**config.mk**
```make
export PLATFORM = sky130hd
export DESIGN_NAME = intc_top
export DESIGN_NICKNAME = d
export VERILOG_FILES = /design/src/logic/intc_bus_pkg.sv /design/src/logic/intc_cfg_pkg.sv /design/src/logic/intc_top.sv /design/src/logic/intc_dispatch.sv /design/src/logic/intc_cmd_decode.sv /design/src/logic/pi_slave_port.sv
export SDC_FILE = /design/constraint.sdc
export NUM_CORES = 1
export LEC_CHECK = 0
export ABC_AREA = 0
export BUFFER_PORTS_ARGS = -buffer_cell sky130_fd_sc_hd__buf_2
export CORE_MARGIN = 3
export CORE_UTILIZATION = 59
export CTS_CLUSTER_DIAMETER = 120
export DETAILED_ROUTE_END_ITERATION = 6
export GPL_TIMING_DRIVEN = 0
export PLACE_DENSITY = 0.95
export SYNTH_ARGS = -nofsm -noshare
export SYNTH_HDL_FRONTEND = slang
export SYNTH_SLANG_ARGS = --single-unit
```
**constraint.sdc**
```tcl
create_clock -name clk_i -period 4.74 [get_ports clk_i]
set_input_delay 0.474 -clock clk_i [delete_from_list [all_inputs] [get_ports clk_i]]
set_output_delay 0.474 -clock clk_i [all_outputs]
set_load 0.005 [all_outputs]
```
**src/logic/intc_bus_pkg.sv**
```systemverilog
`default_nettype none

package intc_bus_pkg;

	// width of the PerInt data path in both directions
	localparam int data_w = 16;

	// PerInt operation codes as seen on the op lines
	typedef enum logic [1:0] {
		pi_noop = 2'b00,
		pi_wrop = 2'b01,
		pi_rdop = 2'b10,
		pi_rwop = 2'b11
	} pi_op_t;

	// master to slave
	// address and byte selects are not carried, the controller decodes neither
	typedef struct packed {
		pi_op_t              op;
		logic [data_w-1:0]   data;
	} pi_req_t;

	// slave to master
	// rdy high means the slave takes a new op and data holds the last result
	typedef struct packed {
		logic [data_w-1:0]   data;
		logic                rdy;
	} pi_rsp_t;

endpackage

`default_nettype wire
```
**src/logic/intc_cfg_pkg.sv**
```systemverilog
`default_nettype none

package intc_cfg_pkg;

	// interrupt sources and destinations in this system
	localparam int src_count = 4;
	localparam int dst_count = 3;

	// index widths, wide enough for count-1
	localparam int src_idx_w = 2;
	localparam int dst_idx_w = 2;

	// widest index field in a command word, the one of cmd_intdst
	localparam int idx_w = intc_bus_pkg::data_w - 2;

	// command kind in the low two bits of the command word
	// 2'b11 is unused and answered as invalid
	typedef enum logic [1:0] {
		cmd_ackint = 2'b00,
		cmd_intdst = 2'b01,
		cmd_enaint = 2'b10
	} cmd_t;

	// all ones, bad index or unknown command
	// also returned when acknowledging a directed interrupt
	localparam logic [intc_bus_pkg::data_w-1:0] res_invalid = '1;

	// all ones but bit 0, not ready or nothing pending at that destination
	localparam logic [intc_bus_pkg::data_w-1:0] res_busy =
		{{(intc_bus_pkg::data_w-1){1'b1}}, 1'b0};

	// command after decode, one cycle wide
	// idx is zero extended from bit 3 up, or taken from bit 2 up for cmd_intdst
	// in_range is against src_count for cmd_enaint, else against dst_count
	typedef struct packed {
		logic                valid;
		cmd_t                kind;
		logic [idx_w-1:0]    idx;
		logic                en;
		logic                in_range;
	} intc_cmd_t;

endpackage

`default_nettype wire

```
**src/logic/intc_top.sv**
```systemverilog
`timescale 1ns/1ps
`default_nettype none

module intc_top (
	input  logic                                    clk_i,
	input  logic                                    rst_i,
	input  intc_bus_pkg::pi_req_t                   pi_req_i,
	output intc_bus_pkg::pi_rsp_t                   pi_rsp_o,
	output logic [intc_cfg_pkg::dst_count-1:0]      intrqst_dst_o,
	input  logic [intc_cfg_pkg::dst_count-1:0]      intrdy_dst_i,
	input  logic [intc_cfg_pkg::dst_count-1:0]      intbest_dst_i,
	input  logic [intc_cfg_pkg::src_count-1:0]      intrqst_src_i,
	output logic [intc_cfg_pkg::src_count-1:0]      intrdy_src_o
);

	import intc_bus_pkg::*;
	import intc_cfg_pkg::*;

	// port to decoder
	logic [data_w-1:0]   cmd_word;
	logic                cmd_stb;

	// decoder to dispatcher
	intc_cmd_t           cmd;

	// dispatcher back to port
	logic [data_w-1:0]   result;
	logic                result_stb;

	// bus side, owns rdy timing
	pi_slave_port i_pi_slave_port (
		.clk_i        (clk_i),
		.rst_i        (rst_i),
		.pi_req_i     (pi_req_i),
		.pi_rsp_o     (pi_rsp_o),
		.cmd_word_o   (cmd_word),
		.cmd_stb_o    (cmd_stb),
		.result_i     (result),
		.result_stb_i (result_stb)
	);

	// one register stage between port and dispatcher
	intc_cmd_decode i_intc_cmd_decode (
		.clk_i      (clk_i),
		.rst_i      (rst_i),
		.cmd_word_i (cmd_word),
		.cmd_stb_i  (cmd_stb),
		.cmd_o      (cmd)
	);

	intc_dispatch i_intc_dispatch (
		.clk_i         (clk_i),
		.rst_i         (rst_i),
		.cmd_i         (cmd),
		.result_o      (result),
		.result_stb_o  (result_stb),
		.intrqst_dst_o (intrqst_dst_o),
		.intrdy_dst_i  (intrdy_dst_i),
		.intbest_dst_i (intbest_dst_i),
		.intrqst_src_i (intrqst_src_i),
		.intrdy_src_o  (intrdy_src_o)
	);

endmodule

`default_nettype wire

```
**src/logic/intc_dispatch.sv**
```systemverilog
`timescale 1ns/1ps
`default_nettype none

module intc_dispatch (
	input  logic                                    clk_i,
	input  logic                                    rst_i,
	input  intc_cfg_pkg::intc_cmd_t                 cmd_i,
	output logic [intc_bus_pkg::data_w-1:0]         result_o,
	output logic                                    result_stb_o,
	output logic [intc_cfg_pkg::dst_count-1:0]      intrqst_dst_o,
	input  logic [intc_cfg_pkg::dst_count-1:0]      intrdy_dst_i,
	input  logic [intc_cfg_pkg::dst_count-1:0]      intbest_dst_i,
	input  logic [intc_cfg_pkg::src_count-1:0]      intrqst_src_i,
	output logic [intc_cfg_pkg::src_count-1:0]      intrdy_src_o
);

	import intc_bus_pkg::*;
	import intc_cfg_pkg::*;

	// enable masks, both clear out of reset
	logic [src_count-1:0]    src_en_q;
	logic [dst_count-1:0]    dst_en_q;

	// round-robin scan position
	logic [src_idx_w-1:0]    src_idx_q;
	logic [dst_idx_w-1:0]    dst_idx_q;

	// one interrupt outstanding at a time
	logic                    pending_q;

	// set by a directed command, cleared with its acknowledge
	logic                    directed_q;
	logic [dst_idx_w-1:0]    target_q;

	logic [src_idx_w-1:0]    next_src;
	logic [dst_idx_w-1:0]    next_dst;
	logic                    seeking;
	logic                    is_ena;
	logic                    is_dst;
	logic                    is_ack;
	logic                    ack_ok;
	logic                    any_best;
	logic                    offer_ok;
	logic [src_idx_w-1:0]    cmd_src;
	logic [dst_idx_w-1:0]    cmd_dst;

	// wrap at the count, not at the power of two
	assign next_src = (src_idx_q == src_idx_w'(src_count - 1)) ? '0 : src_idx_q + 1'b1;
	assign next_dst = (dst_idx_q == dst_idx_w'(dst_count - 1)) ? '0 : dst_idx_q + 1'b1;

	// directed interrupt still walking dst_idx toward its target
	assign seeking = directed_q && (dst_idx_q != target_q);

	assign is_ena = cmd_i.valid && (cmd_i.kind == cmd_enaint);
	assign is_dst = cmd_i.valid && (cmd_i.kind == cmd_intdst);
	assign is_ack = cmd_i.valid && (cmd_i.kind == cmd_ackint);

	// only meaningful when in_range is set
	assign cmd_src = cmd_i.idx[src_idx_w-1:0];
	assign cmd_dst = cmd_i.idx[dst_idx_w-1:0];

	// acknowledge must name the destination that sees intrqst
	// full index compared so an out of range index never matches
	assign ack_ok = is_ack && pending_q && !seeking &&
		(cmd_i.idx == {{(idx_w-dst_idx_w){1'b0}}, dst_idx_q});

	// a halted destination wins over a merely ready one
	assign any_best = |(intbest_dst_i & dst_en_q);
	assign offer_ok = dst_en_q[dst_idx_q] &&
		(intbest_dst_i[dst_idx_q] || (intrdy_dst_i[dst_idx_q] && !any_best));

	// every command is answered in the cycle it executes
	assign result_stb_o = cmd_i.valid;

	always_comb begin
		result_o = res_invalid;
		if (is_ena) begin
			if (cmd_i.in_range) begin
				result_o = {{(data_w-src_idx_w){1'b0}}, cmd_src};
			end
		end else if (is_dst) begin
			// range is checked before pending
			if (cmd_i.in_range) begin
				if (pending_q) begin
					result_o = res_busy;
				end else begin
					result_o = {{(data_w-dst_idx_w){1'b0}}, cmd_dst};
				end
			end
		end else if (is_ack) begin
			if (!ack_ok) begin
				result_o = res_busy;
			end else if (!directed_q) begin
				result_o = {{(data_w-src_idx_w){1'b0}}, src_idx_q};
			end
			// a directed interrupt has no source, keeps res_invalid
		end
	end

	always_ff @(posedge clk_i) begin
		if (rst_i) begin
			src_en_q   <= '0;
			dst_en_q   <= '0;
			src_idx_q  <= '0;
			dst_idx_q  <= '0;
			pending_q  <= 1'b0;
			directed_q <= 1'b0;
			target_q   <= '0;
		end else begin
			if (is_ena) begin
				if (cmd_i.in_range) begin
					src_en_q[cmd_src] <= cmd_i.en;
				end
			end else if (is_dst) begin
				// refused while another interrupt is outstanding
				if (cmd_i.in_range && !pending_q) begin
					pending_q  <= 1'b1;
					directed_q <= 1'b1;
					target_q   <= cmd_dst;
				end
			end else if (seeking) begin
				dst_idx_q <= next_dst;
			end else if (pending_q || is_ack) begin
				// scan holds while pending
				if (ack_ok) begin
					pending_q  <= 1'b0;
					directed_q <= 1'b0;
					// lowest destination first on the next dispatch
					dst_idx_q  <= '0;
					src_idx_q  <= next_src;
				end
			end else if (src_en_q[src_idx_q] && intrqst_src_i[src_idx_q]) begin
				// keep the source, walk destinations until one takes it
				if (offer_ok) begin
					pending_q <= 1'b1;
				end else begin
					dst_idx_q <= next_dst;
				end
			end else begin
				src_idx_q <= next_src;
			end

			// any acknowledge with a valid index also sets that destination's enable,
			// whatever its result
			if (is_ack && cmd_i.in_range) begin
				dst_en_q[cmd_dst] <= cmd_i.en;
			end
		end
	end

	// request only at the indexed destination, and not while seeking
	always_comb begin
		for (int d = 0; d < dst_count; d++) begin
			intrqst_dst_o[d] = pending_q && !seeking && (dst_idx_q == dst_idx_w'(d));
		end
	end

	// intrdy low at the dispatched source until it is acknowledged
	// directed interrupts leave every source untouched
	always_comb begin
		for (int s = 0; s < src_count; s++) begin
			intrdy_src_o[s] = !(pending_q && !directed_q && (src_idx_q == src_idx_w'(s)));
		end
	end

endmodule

`default_nettype wire

```
**src/logic/intc_cmd_decode.sv**
```systemverilog
`timescale 1ns/1ps
`default_nettype none

module intc_cmd_decode (
	input  logic                                clk_i,
	input  logic                                rst_i,
	input  logic [intc_bus_pkg::data_w-1:0]     cmd_word_i,
	input  logic                                cmd_stb_i,
	output intc_cfg_pkg::intc_cmd_t             cmd_o
);

	import intc_bus_pkg::*;
	import intc_cfg_pkg::*;

	cmd_t                kind_d;
	logic [idx_w-1:0]    idx_d;
	logic                in_range_d;

	logic                valid_q;
	cmd_t                kind_q;
	logic [idx_w-1:0]    idx_q;
	logic                en_q;
	logic                in_range_q;

	always_comb begin
		// kind sits in bits 1:0, 2'b11 passes through as an unknown kind
		kind_d = cmd_t'(cmd_word_i[1:0]);
		// directed interrupt has no enable bit, its index starts at bit 2
		if (kind_d == cmd_intdst) begin
			idx_d = cmd_word_i[data_w-1:2];
		end else begin
			idx_d = {1'b0, cmd_word_i[data_w-1:3]};
		end
		// range test done once here
		case (kind_d)
			cmd_enaint: begin
				in_range_d = (idx_d < src_count);
			end
			cmd_ackint, cmd_intdst: begin
				in_range_d = (idx_d < dst_count);
			end
			default: begin
				in_range_d = 1'b0;
			end
		endcase
	end

	// valid follows the strobe one cycle later
	always_ff @(posedge clk_i) begin
		if (rst_i) begin
			valid_q <= 1'b0;
		end else begin
			valid_q <= cmd_stb_i;
		end
	end

	// fields only change with a new command
	always_ff @(posedge clk_i) begin
		if (cmd_stb_i) begin
			kind_q     <= kind_d;
			idx_q      <= idx_d;
			en_q       <= cmd_word_i[2];
			in_range_q <= in_range_d;
		end
	end

	assign cmd_o = '{
		valid:    valid_q,
		kind:     kind_q,
		idx:      idx_q,
		en:       en_q,
		in_range: in_range_q
	};

endmodule

`default_nettype wire

```
**src/logic/pi_slave_port.sv**
```systemverilog
`timescale 1ns/1ps
`default_nettype none

module pi_slave_port (
	input  logic                                clk_i,
	input  logic                                rst_i,
	input  intc_bus_pkg::pi_req_t               pi_req_i,
	output intc_bus_pkg::pi_rsp_t               pi_rsp_o,
	output logic [intc_bus_pkg::data_w-1:0]     cmd_word_o,
	output logic                                cmd_stb_o,
	input  logic [intc_bus_pkg::data_w-1:0]     result_i,
	input  logic                                result_stb_i
);

	import intc_bus_pkg::*;

	// idle takes a request, issued strobes it to the core,
	// wait holds rdy low until the core answers
	typedef enum logic [1:0] {
		st_idle,
		st_issued,
		st_wait
	} state_t;

	state_t              state_q;
	logic [data_w-1:0]   cmd_word_q;
	logic [data_w-1:0]   rsp_data_q;
	logic                accept;

	// only a read-write op goes to the core
	// other ops leave rdy high and see the previous data
	assign accept = (state_q == st_idle) && (pi_req_i.op == pi_rwop);

	always_ff @(posedge clk_i) begin
		if (rst_i) begin
			state_q <= st_idle;
		end else begin
			case (state_q)
				st_idle: begin
					if (accept) begin
						state_q <= st_issued;
					end
				end
				// strobe lasts exactly one cycle
				st_issued: begin
					state_q <= st_wait;
				end
				st_wait: begin
					if (result_stb_i) begin
						state_q <= st_idle;
					end
				end
				default: begin
					state_q <= st_idle;
				end
			endcase
		end
	end

	// command word captured at the accept edge
	// result held until the next accepted request
	always_ff @(posedge clk_i) begin
		if (accept) begin
			cmd_word_q <= pi_req_i.data;
		end
		if ((state_q == st_wait) && result_stb_i) begin
			rsp_data_q <= result_i;
		end
	end

	assign cmd_word_o = cmd_word_q;
	assign cmd_stb_o  = (state_q == st_issued);

	// rdy low while a command is in flight
	assign pi_rsp_o = '{data: rsp_data_q, rdy: (state_q == st_idle)};

endmodule

`default_nettype wire

```
==> qor.log <==
INFO  run_status     status=finished, final reports clean
INFO  yosys          synth_sequential_area_ratio=53.5%
INFO  flow_run       timing.max_cap.violations=0
INFO  detailed_routing totalWireLength=4.87mm
INFO  cts            cts_tree=built
INFO  die            rows=24
INFO  detailed_routing viasPerCell=5.65
INFO  die            fp.dieW=74.3µm
INFO  timing         worst_pin_slew=693ps
INFO  detailed_routing detail_route.first_pass.iterations=4
INFO  yosys          synth.lib_cells_used.distinct=48
INFO  critical_path  r2r_end=i_intc_dispatch.src_idx_q[0]
INFO  power          max-vdd-ir-drop=0.196mV
INFO  yosys          syn_nets=269
INFO  power          net-switching-power=187µW
INFO  yosys          synth_top_flop_cell=sky130_fd_sc_hd__edfxtp_1
INFO  critical_path  r2r_setup_slack=2570ps
INFO  yosys          post-synth-top-area-cell=sky130_fd_sc_hd__edfxtp_1
INFO  timing         worst_slew_margin_rel=53.8%
INFO  yosys          yosysMostFrequentCell=sky130_fd_sc_hd__edfxtp_1
INFO  timing         worst_slack=2490ps
INFO  cts            postCtsHoldBufs=0
INFO  place          detailedPlacementHpwl=3.74mm
INFO  yosys          synth-async-reset-ratio=0%
INFO  power          power_density=284nW/µm²
INFO  cts            post_cts.repair.setup_buffers=0
INFO  timing         fin_hold_viols=0
INFO  hold_path      hold_path_depth=1
INFO  power          power_frac_comb=7.1%
INFO  detailed_routing antenna_violating_nets_post_route=0
INFO  timing         tns=0ps
INFO  die            io_pins=54
INFO  grt            antenna_violations_before_repair=0
INFO  detailed_routing vias_after_detailed_routing=1967
INFO  power          clock_power_share=33.0%
INFO  cts            cts_inserted_buffers=5
INFO  critical_path  worstPathArrival=1770ps
INFO  die            fp.dieH=74.3µm
INFO  yosys          synthesis.area_per_instance=11.7µm²
INFO  place          portBuffers=53
INFO  power          internal_power_summed_over_all_cells=717µW
INFO  timing         rsz_0062_raised_after_global_routing=no
INFO  cts            clk-insertion-delay-late=300ps
INFO  yosys          synth.area.top_cells=sky130_fd_sc_hd__edfxtp_1, sky130_fd_sc_hd__dfxtp_1, sky130_fd_sc_hd__mux2_2
INFO  critical_path  cp-end-kind=primary output
INFO  timing         clock-skew-final=6.48ps
INFO  critical_path  crit_required=4270ps
INFO  grt            grt_pass1_wl=7.87mm
INFO  die            die-area=5510µm²
INFO  yosys          synth-warning-count=0
INFO  cts            htree_num_levels=2
INFO  critical_path  worst-r2r-cell-count=5
INFO  finish         area_delta_synth_final=16.0%
INFO  finish         number_of_diodes=0
INFO  die            fp.coreArea=4410µm²
INFO  power          power.leakage=0.00123µW
INFO  finish         fin_nets=329
INFO  detailed_routing first_iter_violations=139
INFO  hold_path      hold_class=input port to register
INFO  place          routabilityCongestion=0.881
INFO  timing         finalWorstPathRequiredPeriod=2250ps
INFO  critical_path  cpPeakStageDelay=370ps
INFO  power          power.share.switching=20.7%
INFO  critical_path  r2r-start=i_intc_cmd_decode.idx_q[2]
INFO  cts            clock_path_buffers=2
INFO  yosys          synthCells=235
INFO  hold_path      hold_path_startpoint=pi_req_i[12]
INFO  detailed_routing route.detailed.wl_per_inst=14.0µm
INFO  timing         report.final.setup_viol=0
INFO  power          power.sequential.fraction=59.9%
INFO  cts            cts.reportedPaths.clkPinSlew=90ps
INFO  finish         post_route_cells_drive_above_1_share=33.4%
INFO  critical_path  critical_path_peak_fanout=5
INFO  grt            first_global_vias=1794
INFO  yosys          number_of_flops_mapped_to_enable_cells_by_yosys=37
INFO  grt            gr_util_all_layers=18.6%
INFO  grt            globalRouteOverflowTotal=0
INFO  critical_path  crit_chain=xor2_1 -> o21ai_1 -> nand2_1 -> nor3b_1 -> buf_2
INFO  cts            cts_repair_resize_count=0
INFO  yosys          post_synth_most_frequent_cells=sky130_fd_sc_hd__edfxtp_1, sky130_fd_sc_hd__nand2_1, sky130_fd_sc_hd__dfxtp_1, sky130_fd_sc_hd__nor2_1
INFO  die            initial_core_util=62.3%
INFO  timing         timing.fmax=0.445GHz
INFO  detailed_routing drc=0
INFO  place          place_worst_setup_slack=2590ps
INFO  yosys          synth_top_area_share=40.4%
INFO  yosys          ys_ff_latch=55
INFO  cts            cts-root-buf=sky130_fd_sc_hd__clkbuf_8
INFO  grt            maximum_number_of_pins_on_one_net_before_global_route_repair=19
INFO  cts            numClockSinks=55
INFO  critical_path  worst_path_max_delay_cell=sky130_fd_sc_hd__o21ai_1
INFO  yosys          synth.cell_area=2750µm²
INFO  timing         timing.final.max_slew_violations=0
INFO  critical_path  startpoint_type=register
INFO  hold_path      hold-path-endpoint=i_pi_slave_port.cmd_word_o[12]
INFO  critical_path  setup.worst_path.class=register to primary output
INFO  timing         finalCritPeriodShare=47.4%
logic make-up after synthesis:
kind of cell             after synthesis  synth area share (%)
XOR/XNOR                               5                  1.59
AO/OA/AOI/OAI                         24                  6.15
multiplexers                          28                  11.3
flip-flops                            55                  53.5
AND/OR/NAND/NOR                       92                  20.0
adder cells (fa/ha/maj)                4                  1.82
buffers and inverters                 27                  5.60
worst max-delay path, delay by kind of cell (launching register included):
kind	cells	cell delay, ps
AO/OA/AOI/OAI	1	370
AND/OR/NAND/NOR	2	460
buffers and inverters	1	140
flip-flops	1	330
XOR/XNOR	1	160
power by group through the flow:
stage	Combinational (µW)	Clock, µW	Sequential (µW)
finish	64.6	298	542
global route	72.8	327	544
CTS	64.8	302	542
detailed placement	64.1	0	553
global placement	61.3	0	551
floorplan	41.2	0	549
layout by cell type (no fill, tap or decap), types with 6 or more instances in the layout:
cell,n
sky130_fd_sc_hd__a21oi_1,7
sky130_fd_sc_hd__buf_2,56
sky130_fd_sc_hd__buf_4,13
sky130_fd_sc_hd__clkbuf_1,8
sky130_fd_sc_hd__dfxtp_1,18
sky130_fd_sc_hd__edfxtp_1,37
sky130_fd_sc_hd__mux2_2,13
sky130_fd_sc_hd__mux2i_1,12
sky130_fd_sc_hd__nand2_1,19
sky130_fd_sc_hd__nor2_1,18
sky130_fd_sc_hd__nor2b_1,7
sky130_fd_sc_hd__nor3_1,11
sky130_fd_sc_hd__nor3b_1,6
stage by stage:
step / hold slack, ps / instances / power, µW / instance area (µm²) / utilization [%]
after floorplan: 444 / 235 / 590 / 2750 / -
after global placement: 457 / 340 / 612 / 3080 / 69.8
after detailed placement: 461 / 340 / 617 / 3080 / 69.8
after CTS: 336 / 348 / 908 / 3190 / 72.3
after global routing: 324 / 348 / 943 / 3190 / 72.3
final: 344 / 348 / 905 / 3190 / 72.3
final cells by class:
cell class / instances / area (µm²)
buffer: 23 / 139
inverter: 4 / 15.0
clock buffer: 6 / 72.6
tap: 52 / 65.1
fill: 311 / 1220
clock inverter: 2 / 37.5
sequential: 55 / 1470
timing repair buffer: 53 / 265
multi-input combinational: 153 / 1120
layer usage:
metal  share of wire (%)  GRT usage [%]
met5                   0              0
met4                 1.7           5.53
met3                 7.8           4.46
met2                  50           34.6
met1                  40           21.1
registers in the layout, summed over array words and instances (netlist names):
signal	cells
i_intc_cmd_decode.in_range_q	1
i_intc_dispatch.dst_en_q	3
i_intc_dispatch.src_en_q	4
i_intc_cmd_decode.kind_q	2
i_intc_dispatch.src_idx_q	2
i_pi_slave_port.state_q	2
i_pi_slave_port.cmd_word_o	16
i_intc_dispatch.pending_q	1
i_intc_cmd_decode.idx_q	14
i_pi_slave_port.rsp_data_q	3
i_intc_cmd_decode.valid_q	1
i_intc_dispatch.dst_idx_q	2
i_intc_cmd_decode.en_q	1
i_intc_dispatch.directed_q	1
i_intc_dispatch.target_q	2
worst max-delay path by stage:
stage	startpoint	to	slack [ps]	cells past startpoint
final	i_intc_dispatch.target_q[1]	intrqst_dst_o[2]	2490	5
after global routing	i_intc_dispatch.target_q[1]	intrqst_dst_o[2]	2430	5
after CTS	i_intc_dispatch.target_q[1]	intrqst_dst_o[2]	2550	5
after detailed placement	i_intc_cmd_decode.idx_q[2]	i_intc_dispatch.src_idx_q[0]	2590	5
after global placement	i_intc_cmd_decode.idx_q[2]	i_intc_dispatch.src_idx_q[0]	2600	5
after floorplan	i_intc_cmd_decode.idx_q[4]	i_intc_dispatch.src_idx_q[0]	2730	5
Power figures use the tool's default switching activity.
